**config.mk**
```make
export PLATFORM = sky130hd
export DESIGN_NAME = lsu_top
export DESIGN_NICKNAME = d
export VERILOG_FILES = /design/src/hdl/lsu_types_pkg.sv /design/src/hdl/mem_bus_pkg.sv /design/src/hdl/load_rs.sv /design/src/hdl/store_queue.sv /design/src/hdl/load_store_fsm.sv /design/src/hdl/dmem_port.sv /design/src/hdl/lsu_top.sv
export VERILOG_INCLUDE_DIRS = /design/src /design/src/hdl
export SDC_FILE = /design/constraint.sdc
export NUM_CORES = 1
export LEC_CHECK = 0
export BUFFER_PORTS_ARGS = -buffer_cell sky130_fd_sc_hd__buf_2
export CORE_MARGIN = 3
export CORE_UTILIZATION = 25
export CTS_CLUSTER_DIAMETER = 60
export DETAILED_ROUTE_END_ITERATION = 16
export GPL_TIMING_DRIVEN = 0
export HOLD_SLACK_MARGIN = 0.02
export PLACE_DENSITY_LB_ADDON = 0.15
export SKIP_LAST_GASP = 1
export SLEW_MARGIN = 5
export SYNTH_ARGS = -nofsm -noshare
export SYNTH_HDL_FRONTEND = slang
export SYNTH_SLANG_ARGS = --single-unit
export TNS_END_PERCENT = 5
```
**constraint.sdc**
```tcl
create_clock -name clk -period 9 [get_ports clk]
set_input_delay 1.8 -clock clk [delete_from_list [all_inputs] [get_ports clk]]
set_output_delay 1.8 -clock clk [all_outputs]
set_load 0.05 [all_outputs]
```
**src/hdl/lsu_config.svh**
```systemverilog
`ifndef LSU_CONFIG_SVH
`define LSU_CONFIG_SVH

// Data and address width
`define LSU_XLEN 32

// Destination register tag
`define LSU_TAG_WIDTH 5

// Load station slots, also the width of the one-hot slot index
`define LSU_LOAD_RS_DEPTH 3

// Committed stores waiting for the memory port
`define LSU_STORE_Q_DEPTH 3

`endif

```
**src/hdl/lsu_types_pkg.sv**
```systemverilog
`default_nettype none
`include "lsu_config.svh"

package lsu_types_pkg;

  localparam int STORE_CNT_WIDTH = $clog2(`LSU_STORE_Q_DEPTH + 1);

  // RV32I load/store funct3
  typedef enum logic [2:0] {
    mem_b  = 3'b000,
    mem_h  = 3'b001,
    mem_w  = 3'b010,
    mem_bu = 3'b100,
    mem_hu = 3'b101
  } mem_funct3_t;

  typedef struct packed {
    logic [`LSU_TAG_WIDTH-1:0] tag;
    logic [`LSU_XLEN-1:0]      addr;
    mem_funct3_t               funct3;
  } load_entry_t;

  typedef struct packed {
    logic                       valid;
    logic [STORE_CNT_WIDTH-1:0] stores_ahead;  // Older stores still queued
    load_entry_t                entry;
  } load_slot_t;

  typedef struct packed {
    logic [`LSU_XLEN-1:0] addr;
    logic [`LSU_XLEN-1:0] data;  // Unshifted, low bits used for SB/SH
    mem_funct3_t          funct3;
  } store_entry_t;

  typedef struct packed {
    logic [`LSU_TAG_WIDTH-1:0] tag;
    logic [`LSU_XLEN-1:0]      data;
  } load_result_t;

endpackage

`default_nettype wire

```
**src/hdl/mem_bus_pkg.sv**
```systemverilog
`default_nettype none
`include "lsu_config.svh"

package mem_bus_pkg;

  typedef struct packed {
    logic                 valid;
    logic                 read;
    logic                 write;
    logic [`LSU_XLEN-3:0] word_addr;  // Byte address bits 31..2
    logic [3:0]           mask;
    logic [`LSU_XLEN-1:0] wdata;      // Already shifted into its lanes
  } dmem_req_t;

  typedef struct packed {
    logic                 resp;
    logic [`LSU_XLEN-1:0] rdata;
  } dmem_rsp_t;

endpackage

`default_nettype wire

```
**src/hdl/load_rs.sv**
```systemverilog
`default_nettype none
`include "lsu_config.svh"

module load_rs #(
  parameter int LOAD_RS_DEPTH = `LSU_LOAD_RS_DEPTH
) (
  input  logic                                      clk,
  input  logic                                      rst_n,
  input  logic                                      move_flush,
  input  logic                                      load_dispatch,
  input  lsu_types_pkg::load_entry_t                load_in,
  input  logic [lsu_types_pkg::STORE_CNT_WIDTH-1:0] store_count,
  input  logic                                      store_rs_pop,
  input  logic                                      load_rs_pop,
  input  logic [LOAD_RS_DEPTH-1:0]                  load_rs_idx_executing,
  output logic                                      dmem_r_rqst,
  output logic [LOAD_RS_DEPTH-1:0]                  load_rs_idx_rqst,
  output lsu_types_pkg::load_entry_t                sel_load,
  output logic                                      load_rs_full
);

  localparam int CNT_W = lsu_types_pkg::STORE_CNT_WIDTH;

  lsu_types_pkg::load_slot_t slot_q [LOAD_RS_DEPTH];
  logic [LOAD_RS_DEPTH-1:0]  valid_vec;
  logic [LOAD_RS_DEPTH-1:0]  ready_vec;
  logic [LOAD_RS_DEPTH-1:0]  free_sel;
  logic [CNT_W-1:0]          stamp;

  always_comb begin
    for (int i = 0; i < LOAD_RS_DEPTH; i++) begin
      valid_vec[i] = slot_q[i].valid;
      ready_vec[i] = slot_q[i].valid && (slot_q[i].stores_ahead == '0);
    end
  end

  // Walk down so the lowest index is the last one to win
  always_comb begin
    load_rs_idx_rqst = '0;
    free_sel         = '0;
    sel_load         = '0;
    for (int i = LOAD_RS_DEPTH - 1; i >= 0; i--) begin
      if (ready_vec[i]) begin
        load_rs_idx_rqst    = '0;
        load_rs_idx_rqst[i] = 1'b1;
        sel_load            = slot_q[i].entry;
      end
      if (!valid_vec[i]) begin
        free_sel    = '0;
        free_sel[i] = 1'b1;
      end
    end
  end

  assign dmem_r_rqst  = |ready_vec;
  assign load_rs_full = &valid_vec;

  // A store leaving on this edge is no longer ahead of the new load
  assign stamp = store_count - CNT_W'(store_rs_pop);

  always_ff @(posedge clk) begin
    for (int i = 0; i < LOAD_RS_DEPTH; i++) begin
      if (!rst_n || move_flush) begin
        slot_q[i].valid        <= 1'b0;
        slot_q[i].stores_ahead <= '0;
      end else if (load_dispatch && free_sel[i]) begin
        slot_q[i].valid        <= 1'b1;
        slot_q[i].stores_ahead <= stamp;
        slot_q[i].entry        <= load_in;
      end else begin
        if (load_rs_pop && load_rs_idx_executing[i]) begin
          slot_q[i].valid <= 1'b0;
        end
        if (store_rs_pop && (slot_q[i].stores_ahead != '0)) begin
          slot_q[i].stores_ahead <= slot_q[i].stores_ahead - 1'b1;
        end
      end
    end
  end

  // The index latched by the FSM must still point at a live load
  property p_pop_names_one_slot;
    @(posedge clk) disable iff (!rst_n)
      load_rs_pop |-> $onehot(load_rs_idx_executing) &&
                      |(load_rs_idx_executing & valid_vec);
  endproperty

  a_pop_names_one_slot: assert property (p_pop_names_one_slot);

endmodule

`default_nettype wire

```
**src/hdl/store_queue.sv**
```systemverilog
`default_nettype none
`include "lsu_config.svh"

module store_queue #(
  parameter int STORE_Q_DEPTH = `LSU_STORE_Q_DEPTH
) (
  input  logic                                      clk,
  input  logic                                      rst_n,
  input  logic                                      store_commit,
  input  lsu_types_pkg::store_entry_t               store_in,
  input  logic                                      store_rs_pop,
  output logic                                      dmem_w_rqst,
  output lsu_types_pkg::store_entry_t               head,
  output logic [lsu_types_pkg::STORE_CNT_WIDTH-1:0] store_count,
  output logic                                      store_q_full
);

  localparam int PTR_W = (STORE_Q_DEPTH > 1) ? $clog2(STORE_Q_DEPTH) : 1;
  localparam int CNT_W = lsu_types_pkg::STORE_CNT_WIDTH;

  lsu_types_pkg::store_entry_t mem_q [STORE_Q_DEPTH];
  logic [PTR_W-1:0]            wr_ptr;
  logic [PTR_W-1:0]            rd_ptr;
  logic [CNT_W-1:0]            count;
  logic                        push;
  logic                        pop;

  function automatic logic [PTR_W-1:0] ptr_next(input logic [PTR_W-1:0] ptr);
    if (ptr == PTR_W'(STORE_Q_DEPTH - 1)) begin
      return '0;
    end
    return ptr + 1'b1;
  endfunction

  assign push = store_commit && !store_q_full;
  assign pop  = store_rs_pop && dmem_w_rqst;

  always_ff @(posedge clk) begin
    if (!rst_n) begin
      wr_ptr <= '0;
      rd_ptr <= '0;
      count  <= '0;
    end else begin
      if (push) begin
        wr_ptr <= ptr_next(wr_ptr);
      end
      if (pop) begin
        rd_ptr <= ptr_next(rd_ptr);
      end
      case ({push, pop})
        2'b10:   count <= count + 1'b1;
        2'b01:   count <= count - 1'b1;
        default: count <= count;  // Both or neither
      endcase
    end
  end

  always_ff @(posedge clk) begin
    if (push) begin
      mem_q[wr_ptr] <= store_in;
    end
  end

  assign dmem_w_rqst  = (count != '0);
  assign head         = mem_q[rd_ptr];
  assign store_count  = count;
  assign store_q_full = (count == CNT_W'(STORE_Q_DEPTH));

  // Commit side must honour the full flag
  a_no_push_when_full: assert property (
    @(posedge clk) disable iff (!rst_n) store_commit |-> !store_q_full
  );

  // Arbiter only pops a store it was granted
  a_no_pop_when_empty: assert property (
    @(posedge clk) disable iff (!rst_n) store_rs_pop |-> dmem_w_rqst
  );

endmodule

`default_nettype wire

```
**src/hdl/load_store_fsm.sv**
```systemverilog
`default_nettype none
`include "lsu_config.svh"

module load_store_fsm #(
  parameter int LOAD_RS_DEPTH = `LSU_LOAD_RS_DEPTH
) (
  input  logic                     clk,
  input  logic                     rst_n,
  input  logic                     move_flush,
  input  logic                     dmem_resp,
  input  logic                     dmem_r_rqst,
  input  logic                     dmem_w_rqst,
  input  logic [LOAD_RS_DEPTH-1:0] load_rs_idx_rqst,
  output logic                     arbiter_load_rs,
  output logic                     arbiter_store_rs,
  output logic [LOAD_RS_DEPTH-1:0] load_rs_idx_executing,
  output logic                     load_rs_pop,
  output logic                     store_rs_pop
);

  typedef enum logic [1:0] {
    st_idle,
    st_r_stall,
    st_w_stall
  } state_t;

  state_t                   state_q;
  state_t                   state_d;
  logic [LOAD_RS_DEPTH-1:0] idx_executing_q;  // Slot granted to the read in flight

  always_ff @(posedge clk) begin
    if (!rst_n || move_flush) begin
      state_q <= st_idle;
    end else begin
      state_q <= state_d;
    end
  end

  always_ff @(posedge clk) begin
    if (!rst_n || move_flush) begin
      idx_executing_q <= '0;
    end else if (arbiter_load_rs) begin
      idx_executing_q <= load_rs_idx_rqst;
    end else if (load_rs_pop) begin
      idx_executing_q <= '0;
    end
  end

  always_comb begin
    state_d               = state_q;
    arbiter_load_rs       = 1'b0;
    arbiter_store_rs      = 1'b0;
    load_rs_pop           = 1'b0;
    store_rs_pop          = 1'b0;
    load_rs_idx_executing = '0;

    case (state_q)
      st_idle: begin
        if (dmem_w_rqst) begin  // Writes first
          state_d          = st_w_stall;
          arbiter_store_rs = !move_flush;
        end else if (dmem_r_rqst) begin
          state_d         = st_r_stall;
          arbiter_load_rs = !move_flush;
        end
      end
      st_r_stall: begin
        if (dmem_resp) begin
          state_d               = st_idle;
          load_rs_pop           = 1'b1;
          load_rs_idx_executing = idx_executing_q;
        end
      end
      st_w_stall: begin
        if (dmem_resp) begin
          state_d      = st_idle;
          store_rs_pop = 1'b1;
        end
      end
      default: state_d = st_idle;
    endcase
  end

  // A flush mid-request would orphan the response
  a_no_flush_in_stall: assert property (
    @(posedge clk) disable iff (!rst_n) move_flush |-> (state_q == st_idle)
  );

endmodule

`default_nettype wire

```
**src/hdl/dmem_port.sv**
```systemverilog
`default_nettype none
`include "lsu_config.svh"

module dmem_port (
  input  logic                        clk,
  input  logic                        rst_n,
  input  logic                        arbiter_load_rs,
  input  logic                        arbiter_store_rs,
  input  lsu_types_pkg::load_entry_t  sel_load,
  input  lsu_types_pkg::store_entry_t head,
  input  mem_bus_pkg::dmem_rsp_t      dmem_rsp,
  output mem_bus_pkg::dmem_req_t      dmem_req,
  output logic                        dmem_resp,
  output lsu_types_pkg::load_result_t load_result,
  output logic                        load_result_valid
);

  localparam int XLEN = `LSU_XLEN;

  logic                       req_valid;
  logic                       req_read;
  logic                       req_write;
  logic [XLEN-3:0]            req_word_addr;
  logic [3:0]                 req_mask;
  logic [XLEN-1:0]            req_wdata;
  logic [`LSU_TAG_WIDTH-1:0]  ld_tag_q;
  lsu_types_pkg::mem_funct3_t ld_funct3_q;
  logic [1:0]                 ld_offset_q;

  function automatic logic [3:0] byte_mask(input lsu_types_pkg::mem_funct3_t funct3,
                                           input logic [1:0] offset);
    case (funct3)
      lsu_types_pkg::mem_b, lsu_types_pkg::mem_bu: return 4'b0001 << offset;
      lsu_types_pkg::mem_h, lsu_types_pkg::mem_hu: return 4'b0011 << offset;
      default: return 4'b1111;
    endcase
  endfunction

  function automatic logic [XLEN-1:0] write_lanes(input lsu_types_pkg::store_entry_t st);
    logic [XLEN-1:0] raw;
    case (st.funct3)
      lsu_types_pkg::mem_b, lsu_types_pkg::mem_bu: raw = {{(XLEN-8){1'b0}}, st.data[7:0]};
      lsu_types_pkg::mem_h, lsu_types_pkg::mem_hu: raw = {{(XLEN-16){1'b0}}, st.data[15:0]};
      default: raw = st.data;
    endcase
    return raw << {st.addr[1:0], 3'b000};
  endfunction

  function automatic logic [XLEN-1:0] extend_load(input lsu_types_pkg::mem_funct3_t funct3,
                                                  input logic [1:0] offset,
                                                  input logic [XLEN-1:0] rdata);
    logic [XLEN-1:0] shifted;
    shifted = rdata >> {offset, 3'b000};  // Wanted lane down to bit 0
    case (funct3)
      lsu_types_pkg::mem_b:  return {{(XLEN-8){shifted[7]}}, shifted[7:0]};
      lsu_types_pkg::mem_bu: return {{(XLEN-8){1'b0}}, shifted[7:0]};
      lsu_types_pkg::mem_h:  return {{(XLEN-16){shifted[15]}}, shifted[15:0]};
      lsu_types_pkg::mem_hu: return {{(XLEN-16){1'b0}}, shifted[15:0]};
      default: return shifted;
    endcase
  endfunction

  always_ff @(posedge clk) begin
    if (!rst_n) begin
      req_valid <= 1'b0;
      req_read  <= 1'b0;
      req_write <= 1'b0;
    end else if (arbiter_store_rs || arbiter_load_rs) begin
      req_valid <= 1'b1;
      req_read  <= arbiter_load_rs;
      req_write <= arbiter_store_rs;
    end else if (dmem_rsp.resp) begin  // Held through the resp cycle
      req_valid <= 1'b0;
      req_read  <= 1'b0;
      req_write <= 1'b0;
    end
  end

  always_ff @(posedge clk) begin
    if (arbiter_store_rs) begin
      req_word_addr <= head.addr[XLEN-1:2];
      req_mask      <= byte_mask(head.funct3, head.addr[1:0]);
      req_wdata     <= write_lanes(head);
    end else if (arbiter_load_rs) begin
      req_word_addr <= sel_load.addr[XLEN-1:2];
      req_mask      <= byte_mask(sel_load.funct3, sel_load.addr[1:0]);
      req_wdata     <= '0;
      ld_tag_q      <= sel_load.tag;
      ld_funct3_q   <= sel_load.funct3;
      ld_offset_q   <= sel_load.addr[1:0];
    end
  end

  always_comb begin
    dmem_req.valid     = req_valid;
    dmem_req.read      = req_read;
    dmem_req.write     = req_write;
    dmem_req.word_addr = req_word_addr;
    dmem_req.mask      = req_mask;
    dmem_req.wdata     = req_wdata;
  end

  assign dmem_resp = dmem_rsp.resp;

  always_ff @(posedge clk) begin
    if (!rst_n) begin
      load_result_valid <= 1'b0;
    end else begin
      load_result_valid <= dmem_rsp.resp && req_read;
    end
  end

  always_ff @(posedge clk) begin
    if (dmem_rsp.resp && req_read) begin
      load_result.tag  <= ld_tag_q;
      load_result.data <= extend_load(ld_funct3_q, ld_offset_q, dmem_rsp.rdata);
    end
  end

  // FSM must wait for the port to drain before granting again
  a_no_strobe_while_busy: assert property (
    @(posedge clk) disable iff (!rst_n) (arbiter_load_rs || arbiter_store_rs) |-> !req_valid
  );

endmodule

`default_nettype wire

```
**src/hdl/lsu_top.sv**
```systemverilog
`default_nettype none
`include "lsu_config.svh"

module lsu_top (
  input  logic                        clk,
  input  logic                        rst_n,
  input  logic                        move_flush,
  input  logic                        load_dispatch,
  input  lsu_types_pkg::load_entry_t  load_in,
  input  logic                        store_commit,
  input  lsu_types_pkg::store_entry_t store_in,
  input  mem_bus_pkg::dmem_rsp_t      dmem_rsp,
  output mem_bus_pkg::dmem_req_t      dmem_req,
  output lsu_types_pkg::load_result_t load_result,
  output logic                        load_result_valid,
  output logic                        load_rs_full,
  output logic                        store_q_full
);

  localparam int LOAD_RS_DEPTH = `LSU_LOAD_RS_DEPTH;

  logic                                      dmem_r_rqst;
  logic                                      dmem_w_rqst;
  logic                                      dmem_resp;
  logic [LOAD_RS_DEPTH-1:0]                  load_rs_idx_rqst;
  logic [LOAD_RS_DEPTH-1:0]                  load_rs_idx_executing;
  logic                                      arbiter_load_rs;
  logic                                      arbiter_store_rs;
  logic                                      load_rs_pop;
  logic                                      store_rs_pop;
  logic [lsu_types_pkg::STORE_CNT_WIDTH-1:0] store_count;
  lsu_types_pkg::load_entry_t                sel_load;
  lsu_types_pkg::store_entry_t               head;

  load_rs #(.LOAD_RS_DEPTH(LOAD_RS_DEPTH)) load_rs_i (
    .clk, .rst_n, .move_flush, .load_dispatch, .load_in, .store_count,
    .store_rs_pop, .load_rs_pop, .load_rs_idx_executing,
    .dmem_r_rqst, .load_rs_idx_rqst, .sel_load, .load_rs_full
  );

  store_queue #(.STORE_Q_DEPTH(`LSU_STORE_Q_DEPTH)) store_queue_i (
    .clk, .rst_n, .store_commit, .store_in, .store_rs_pop,
    .dmem_w_rqst, .head, .store_count, .store_q_full
  );

  load_store_fsm #(.LOAD_RS_DEPTH(LOAD_RS_DEPTH)) load_store_fsm_i (
    .clk, .rst_n, .move_flush, .dmem_resp, .dmem_r_rqst, .dmem_w_rqst,
    .load_rs_idx_rqst, .arbiter_load_rs, .arbiter_store_rs,
    .load_rs_idx_executing, .load_rs_pop, .store_rs_pop
  );

  dmem_port dmem_port_i (
    .clk, .rst_n, .arbiter_load_rs, .arbiter_store_rs, .sel_load, .head,
    .dmem_rsp, .dmem_req, .dmem_resp, .load_result, .load_result_valid
  );

endmodule

`default_nettype wire

```
[Word level (Yosys, flattened, before mapping)]
Memory sizes are Yosys's and may differ from the RTL's. A register that Yosys moved wholly into a read port is not among the register bits.
Cells that the tools add are included.
W data, S select, Z words.
Cells by class
  add/subtract/negate cells: 8
  equal/unequal tests: 18
  shifts and indexed selects: 6
  multiplexer cells: 102
  bitwise gates (word level): 13
  reductions and logical operators: 44
Operator list (number)
  $pmux W32 S4: 1
  $mux W40: 3
  $mux W32: 3
  $pmux W32 S2: 1
  $mux W1: 61
  $mux W30: 2
  $shl A32 B5 Y32: 1
  $shr A32 B5 Y32: 1
  $mux W2: 15
  $mux W3: 10
  $eq A3 B3 Y1 const B: 6
  $pmux W4 S2: 2
  $reduce_bool A2 Y1: 8
  $logic_and A1 B1 Y1: 15
  $or A1 B1 Y1: 12
  $eq A2 B2 Y1 const B: 5
  $reduce_or A2 Y1: 5
  $eq A3 B1 Y1 const B: 3
  $logic_not A3 Y1: 3
  $logic_not A2 Y1: 4
  $mux W4: 2
  $pmux W2 S2: 2
  $shl A1 B2 Y4 const A: 2
  $shl A2 B2 Y4 const A: 2
  12 further kinds: 22
Storage, ports and cells
  register bits after elaboration: 128
  RAM bits: 330
  output and inout bits: 109
  word-level logic and storage cells: 210
  memories kept: 2
Memories
  store_queue_i.mem_q: words 3, bits a word 67, rd ports 1, clocked after memory_dff 1, write ports 1, line store_queue.sv:21  | lsu_types_pkg::store_entry_t mem_q [STORE_Q_DEPTH];
  load_rs_i.slot_q: words 3, bits a word 43, rd ports 3, clocked after memory_dff 0, write ports 3, line load_rs.sv:24  | lsu_types_pkg::load_slot_t slot_q [LOAD_RS_DEPTH];

[Logic depth before layout (Yosys ltp)]
An unclocked memory read counts as a cell.
  word-level depth: 11
  gate-level depth with buffers: 10
  depth with buffers taken out: 9

[Cells and area by module]
A second synthesis with hierarchy kept.
Unflattened totals
  cell total of the unflattened synthesis: 1188
  area, all modules: 18560.3 µm²
By module, submodules not included
  store_queue: instances 1, cells an instance 458, area an instance 7751.2 µm², sequential area each 6195.9 µm²
  dmem_port: instances 1, cells an instance 403, area an instance 5477.8 µm², sequential area each 3473.3 µm²
  load_rs: instances 1, cells an instance 289, area an instance 5014.8 µm², sequential area each 3873.7 µm²
  load_store_fsm: instances 1, cells an instance 38, area an instance 316.6 µm², sequential area each 100.1 µm²

[Worst setup path after synthesis]
Ideal clock, no wire load.
  path kind: input to register
  from: input port store_commit
  to: memory store_queue_i.mem_q[1][0] (netlist name) (enable)
  setup time: 587 ps
  arrival: 6844 ps
  setup slack: 1568 ps
  stages: 2
  buffers on the path: 0
  cell sequence: nand2b_1 > nor3b_1
On the way
  cells in the longest elaborated chain, start to end: 3
Ends and longest elaborated chain
  start, declared: line lsu_top.sv:10  | input logic store_commit,
  $logic_and A1 B1 Y1: line store_queue.sv:35  | assign push = store_commit && !store_q_full;
  $mux W1: line store_queue.sv:59  | if (push) begin
  $mux W1 (not written as such): line store_queue.sv:60  | mem_q[wr_ptr] <= store_in;
  end, declared: line store_queue.sv:21
Every way passes these cells.

[Final worst setup path]
  from: input port move_flush
  to: register dmem_port_i.req_word_addr[4] (enable)
On the way
  cells in the longest elaborated chain, start to end: 5
  elaborated cells on any way between the ends: 7
  those cells by class: 5 x mux; 2 x reduce/logical
Ends and longest elaborated chain
  start, declared: line lsu_top.sv:7  | input logic move_flush,
  $logic_not A1 Y1 (*): line load_store_fsm.sv:61, load_store_fsm.sv:64
  $mux W1: line load_store_fsm.sv:62  | end else if (dmem_r_rqst) begin
  $mux W1: line load_store_fsm.sv:59  | if (dmem_w_rqst) begin
  $mux W1: line load_store_fsm.sv:57  | case (state_q)
  $reduce_bool A2 Y1 (no line) (*)
  end signal, assigned: line dmem_port.sv:81  | req_word_addr <= head.addr[XLEN-1:2];
  end signal, assigned: line dmem_port.sv:85  | req_word_addr <= sel_load.addr[XLEN-1:2];
  end, declared: line dmem_port.sv:23  | logic [XLEN-3:0] req_word_addr;
Mark *: on every way between the ends. The rest lies on a longest branch, timed or not.
A chain may end at the register's enable or synchronous reset.

==> impl_results.html <==
<table>
<tr><th>Metric</th><th>Value</th></tr>
<tr><th colspan="2">Status</th></tr>
<tr><td>Status</td><td>completed</td></tr>
<tr><th colspan="2">STA</th></tr>
<tr><td>Final worst path period share</td><td>45.6%</td></tr>
<tr><td>Final Critical Period</td><td>4.10 ns</td></tr>
<tr><td>Fin Hold WS</td><td>0.418 ns</td></tr>
<tr><td>Number of failing setup endpoints in the final timing report</td><td>0</td></tr>
<tr><td>Rel. slew slack</td><td>27.1%</td></tr>
<tr><td>Worst-Margin Slew</td><td>1.09 ns</td></tr>
<tr><td>Worst setup slack after layout</td><td>4.90 ns</td></tr>
<tr><td>Count of pins over their slew limit</td><td>0</td></tr>
<tr><td>Upper clock frequency limit</td><td>244 MHz</td></tr>
<tr><td>Clk_skew</td><td>0.0320 ns</td></tr>
<tr><td>RSZ-0062 raised after global routing</td><td>no</td></tr>
<tr><td>Final hold vios</td><td>0</td></tr>
<tr><th colspan="2">Pwr</th></tr>
<tr><td>Leakage power total</td><td>0.00775 µW</td></tr>
<tr><td>Peak supply drop</td><td>approximately 0.00014 V</td></tr>
<tr><td>Total power density per cell area</td><td>236 mW/mm²</td></tr>
<tr><th colspan="2">Drt</th></tr>
<tr><td>Average vias per placed instance</td><td>4.43</td></tr>
<tr><td>WL per Instance</td><td>20.4 µm</td></tr>
<tr><td>TritonRoute pass-1 iters</td><td>7</td></tr>
<tr><td>Total Wirelength</td><td>49,400 µm</td></tr>
<tr><td>Number of design rule violations left after detail routing</td><td>0</td></tr>
<tr><td>Via count</td><td>10.8k</td></tr>
<tr><td>Violation count after the first detailed-route iteration</td><td>between 900 and 1k</td></tr>
<tr><td>ANT nets after route</td><td>0</td></tr>
<tr><th colspan="2">Synthesis</th></tr>
<tr><td>Number of warning messages in the yosys log</td><td>0</td></tr>
<tr><td>Number of enable-type register cells in the synthesized netlist</td><td>440</td></tr>
<tr><td>Area of the mapped netlist</td><td>0.0176 mm²</td></tr>
<tr><td>Primary FF master, synth</td><td>sky130_fd_sc_hd__edfxtp_1</td></tr>
<tr><td>Mean cell area of the mapped netlist</td><td>16.0 µm²</td></tr>
<tr><td>Register bit count reported by yosys</td><td>457</td></tr>
<tr><td>Distinct cells, synth</td><td>45</td></tr>
<tr><td>Cell count after synthesis</td><td>1,106</td></tr>
<tr><td>Net count after synthesis</td><td>between 1k and 1.5k</td></tr>
<tr><td>Register area share after synthesis</td><td>~77%</td></tr>
<tr><td>Async set or reset register ratio after synthesis</td><td>0%</td></tr>
<tr><th colspan="2">Global route</th></tr>
<tr><td>Gr busiest metal</td><td>met2</td></tr>
<tr><td>Via count of the first global-routing pass</td><td>10.9k</td></tr>
<tr><td>Final global-route overflow total</td><td>0</td></tr>
<tr><td>Met3 usage</td><td>3.39%</td></tr>
<tr><td>Global Route Usage Sum</td><td>13.1%</td></tr>
<tr><td>Number of antenna violations at the first check in global routing</td><td>14</td></tr>
<tr><td>Maximum number of pins on one net before global-route repair</td><td>39</td></tr>
<tr><td>Met1 demand-to-capacity share in global routing</td><td>16.8%</td></tr>
<tr><td>Met2 Resource Use GR</td><td>~22%</td></tr>
<tr><td>Global-route wire length before repair</td><td>72,300 µm</td></tr>
<tr><th colspan="2">Final layout</th></tr>
<tr><td>Area occupied by multi-input gates</td><td>~0.0037 mm²</td></tr>
<tr><td>Share of layout cells above drive strength 1</td><td>around 28%</td></tr>
<tr><td>Final Util</td><td>32.1%</td></tr>
<tr><td># nets final</td><td>1,597</td></tr>
<tr><td>Final standard cell area without fillers</td><td>0.0222 mm²</td></tr>
<tr><td>Total area of sequential cells</td><td>0.0136 mm²</td></tr>
<tr><td>Final Instance Count excl. Fillers</td><td>2,426</td></tr>
<tr><td>Final-layout fill cell count</td><td>6,893</td></tr>
<tr><td>Area growth from synthesis to layout</td><td>26.1%</td></tr>
<tr><th colspan="2">Floorplanning</th></tr>
<tr><td>Overall die width</td><td>272 µm</td></tr>
<tr><td>IO Count</td><td>254</td></tr>
<tr><td>Initial cell density of the core</td><td>25.5%</td></tr>
<tr><td>Area of the core region</td><td>roughly 0.069 mm²</td></tr>
<tr><td>Area of the die</td><td>0.0738 mm²</td></tr>
<tr><td>Vertical die dimension</td><td>roughly 270 µm</td></tr>
<tr><td>Placement Rows</td><td>96</td></tr>
<tr><th colspan="2">Worst setup path</th></tr>
<tr><td>Cell chain of the critical path</td><td>buf_2, or2_2, clkbuf_1, clkbuf_1, nand2_4, buf_12</td></tr>
<tr><td>Arr. time, crit path</td><td>4.41 ns</td></tr>
<tr><td>Largest stage delay on the critical path</td><td>0.87 ns</td></tr>
<tr><td>Crit path required time</td><td>slightly above 9 ns</td></tr>
<tr><td>Most Frequent Cell on Critical Path</td><td>sky130_fd_sc_hd__clkbuf_1</td></tr>
<tr><td>Worst path bufs/invs</td><td>4</td></tr>
<tr><td>CP Class</td><td>in -&gt; reg</td></tr>
<tr><td>Worst setup EP type</td><td>flop</td></tr>
<tr><td>Max Fanout on Critical Path</td><td>38</td></tr>
<tr><td>Startpoint type of the worst setup path</td><td>input port</td></tr>
<tr><td>Critical path's slowest cell</td><td>sky130_fd_sc_hd__clkbuf_1</td></tr>
<tr><td>CP delay by family, top</td><td>buffers and inverters</td></tr>
<tr><th colspan="2">Min path</th></tr>
<tr><td>Class of the worst hold path</td><td>reg -&gt; reg</td></tr>
<tr><th colspan="2">Clocking</th></tr>
<tr><td>Cts repair resizes</td><td>0</td></tr>
<tr><td>Post-CTS setup-driven buffer insertion count</td><td>0</td></tr>
<tr><td>CTS Root Cell</td><td>sky130_fd_sc_hd__clkbuf_16</td></tr>
<tr><td>Number of H-tree levels</td><td>2</td></tr>
<tr><td>Largest buffer count on any clock path</td><td>3</td></tr>
<tr><td>Clock buffer count from CTS</td><td>54</td></tr>
<tr><td>Source-to-sink clock delay at the later pin of the worst-skew pair</td><td>roughly 0.60 ns</td></tr>
<tr><td>Sinks on Clock Net</td><td>~460</td></tr>
<tr><td>Clock slew seen by the registers of the worst setup and hold paths</td><td>0.06 ns</td></tr>
<tr><td>Quantity of hold-fixing buffers added after cts</td><td>0</td></tr>
<tr><td>Clock tree from TritonCTS</td><td>yes</td></tr>
<tr><th colspan="2">Place</th></tr>
<tr><td>Cell count after placement</td><td>between 2k and 2.5k</td></tr>
<tr><td>Pre-CTS setup slack</td><td>between 4 and 5 ns</td></tr>
<tr><td>Gpl congestion</td><td>0.798</td></tr>
<tr><td>HPWL Detailed</td><td>35,300 µm</td></tr>
<tr><td>Number of buffers inserted by port buffering</td><td>252</td></tr>
<tr><td>Placed Area</td><td>around 0.020 mm²</td></tr>
<tr><th colspan="2">Run</th></tr>
<tr><td>Max-capacitance violation count</td><td>0</td></tr>
</table>
worst reg2reg max path, stage by stage, from the launching register on:
cell                       delay (ns)
sky130_fd_sc_hd__dfxtp_1         0.35
sky130_fd_sc_hd__inv_1           0.07
sky130_fd_sc_hd__ha_1            0.24
sky130_fd_sc_hd__o21ai_0         0.17
sky130_fd_sc_hd__or2_2           0.18
sky130_fd_sc_hd__clkbuf_1        0.50
sky130_fd_sc_hd__clkbuf_1        0.88
sky130_fd_sc_hd__nand2_4         0.56
sky130_fd_sc_hd__buf_12          0.35
final timing paths:
kind | startpoint | end | slack, ns | cells past startpoint
hold / removal | dmem_port_i.ld_tag_q[4] | dmem_port_i.load_result[36] | 0.42 | 0
hold reg to reg | dmem_port_i.ld_tag_q[4] | dmem_port_i.load_result[36] | 0.42 | 0
setup reg to reg | load_store_fsm_i.state_q[0] | dmem_port_i.req_word_addr[4] | 5.38 | 8
setup / recovery | move_flush | dmem_port_i.req_word_addr[4] | 4.90 | 6
cells in the mapped netlist (3+ instances only):
cell type,instances,area [µm²]
sky130_fd_sc_hd__and3_1,5,31.3
sky130_fd_sc_hd__nand2b_1,5,31.3
sky130_fd_sc_hd__clkbuf_1,39,146
sky130_fd_sc_hd__a31oi_1,11,68.8
sky130_fd_sc_hd__dfxtp_1,17,340
sky130_fd_sc_hd__nor2b_1,14,87.6
sky130_fd_sc_hd__o21a_1,4,30.0
sky130_fd_sc_hd__buf_2,14,70.1
sky130_fd_sc_hd__buf_4,8,60.1
sky130_fd_sc_hd__nand2_1,57,214
sky130_fd_sc_hd__o22ai_1,14,87.6
sky130_fd_sc_hd__a21oi_1,61,305
sky130_fd_sc_hd__or2_2,5,31.3
sky130_fd_sc_hd__nor2_1,78,293
sky130_fd_sc_hd__nand3_1,13,65.1
sky130_fd_sc_hd__ha_1,8,100
sky130_fd_sc_hd__a211oi_1,37,278
sky130_fd_sc_hd__mux2_2,10,113
sky130_fd_sc_hd__mux2i_1,91,911
sky130_fd_sc_hd__nor3_1,5,25.0
sky130_fd_sc_hd__a222oi_1,37,370
sky130_fd_sc_hd__o21ai_0,54,270
sky130_fd_sc_hd__inv_1,25,93.8
sky130_fd_sc_hd__buf_1,6,22.5
sky130_fd_sc_hd__xnor2_1,3,26.3
sky130_fd_sc_hd__edfxtp_1,440,13200
sky130_fd_sc_hd__a22o_1,8,70.1
sky130_fd_sc_hd__o211ai_1,3,22.5
sky130_fd_sc_hd__or3_1,5,31.3
sky130_fd_sc_hd__nor3b_1,4,30.0
sky130_fd_sc_hd__and2_1,7,43.8
layer usage:
| layer | part of all wire, % | vias to the layer above |
|---|---|---|
| met5 | 0.15 | - |
| met4 | 2.4 | 12 |
| met3 | 6.1 | 83 |
| met2 | 48 | 335 |
| met1 | 43 | 5298 |
| li1 | - | 5027 |
power by group:
part	switching [µW]	leakage (µW)	internal, µW
registers	33.7	0.00422	2470
clock network	879	0.000866	1290
logic	421	0.00266	156
final cells by class:
cell class                      count  share of cell area (%)
Tap cell                          931                    5.24
Clock inverter                     36                    1.69
Antenna cell                        8                  0.0900
Sequential cell                   457                    60.9
Inverter                           25                   0.422
Clock buffer                       63                    6.27
Buffer                             67                    1.34
Multi-Input combinational cell    557                    16.8
Timing Repair Buffer              282                    7.27
kinds of logic (layout without fill, tap and decap cells):
group	Yosys count	count (layout)	share of synthesized area, %
AOI/OAI and AO/OA	241	241	9.11
xor gates and xnor gates	3	3	0.149
adders and majority gates	8	8	0.567
buffers and inverters	92	473	2.23
DFF	457	457	76.8
muxes	101	101	5.80
other	0	8	0
and+or+nand+nor	204	204	5.33
placed cells by master, fill, tap and decap left out, types with 10 or more instances in the layout:
| cell | count |
|---|---|
| sky130_fd_sc_hd__o21ai_0 | 54 |
| sky130_fd_sc_hd__nor2_1 | 77 |
| sky130_fd_sc_hd__nor2b_1 | 14 |
| sky130_fd_sc_hd__nand3_1 | 13 |
| sky130_fd_sc_hd__a21oi_1 | 61 |
| sky130_fd_sc_hd__clkbuf_16 | 54 |
| sky130_fd_sc_hd__a31oi_1 | 11 |
| sky130_fd_sc_hd__inv_1 | 23 |
| sky130_fd_sc_hd__mux2_2 | 10 |
| sky130_fd_sc_hd__nand2_1 | 56 |
| sky130_fd_sc_hd__buf_2 | 266 |
| sky130_fd_sc_hd__dfxtp_1 | 17 |
| sky130_fd_sc_hd__a222oi_1 | 37 |
| sky130_fd_sc_hd__o22ai_1 | 14 |
| sky130_fd_sc_hd__a211oi_1 | 37 |
| sky130_fd_sc_hd__clkbuf_1 | 47 |
| sky130_fd_sc_hd__edfxtp_1 | 440 |
| sky130_fd_sc_hd__buf_4 | 20 |
| sky130_fd_sc_hd__clkinv_1 | 12 |
| sky130_fd_sc_hd__mux2i_1 | 91 |
| sky130_fd_sc_hd__buf_6 | 11 |
state kept, by name (all words and copies together) (netlist names), 2 cells and up, named ones only:
| signal | count |
|---|---|
| dmem_port_i.ld_funct3_q | 3 |
| dmem_port_i.ld_offset_q | 2 |
| dmem_port_i.ld_tag_q | 5 |
| dmem_port_i.load_result | 37 |
| dmem_port_i.req_mask | 4 |
| dmem_port_i.req_wdata | 32 |
| dmem_port_i.req_word_addr | 30 |
| load_rs_i.slot_q | 129 |
| load_store_fsm_i.idx_executing_q | 3 |
| load_store_fsm_i.state_q | 2 |
| store_queue_i.mem_q | 198 |
| store_queue_i.rd_ptr | 2 |
| store_queue_i.store_count | 2 |
| store_queue_i.wr_ptr | 2 |
stage by stage:
| stage | total power [µW] | setup TNS, ns |
|---|---|---|
| final | 5250 | 0 |
| after global routing | 5450 | 0 |
| after CTS | 5320 | 0 |
| after detailed placement | 3140 | 0 |
| after global placement | 3130 | -673.36 |
| after floorplan | 2910 | 0 |
No activity file was read; power rests on OpenSTA's default activity.
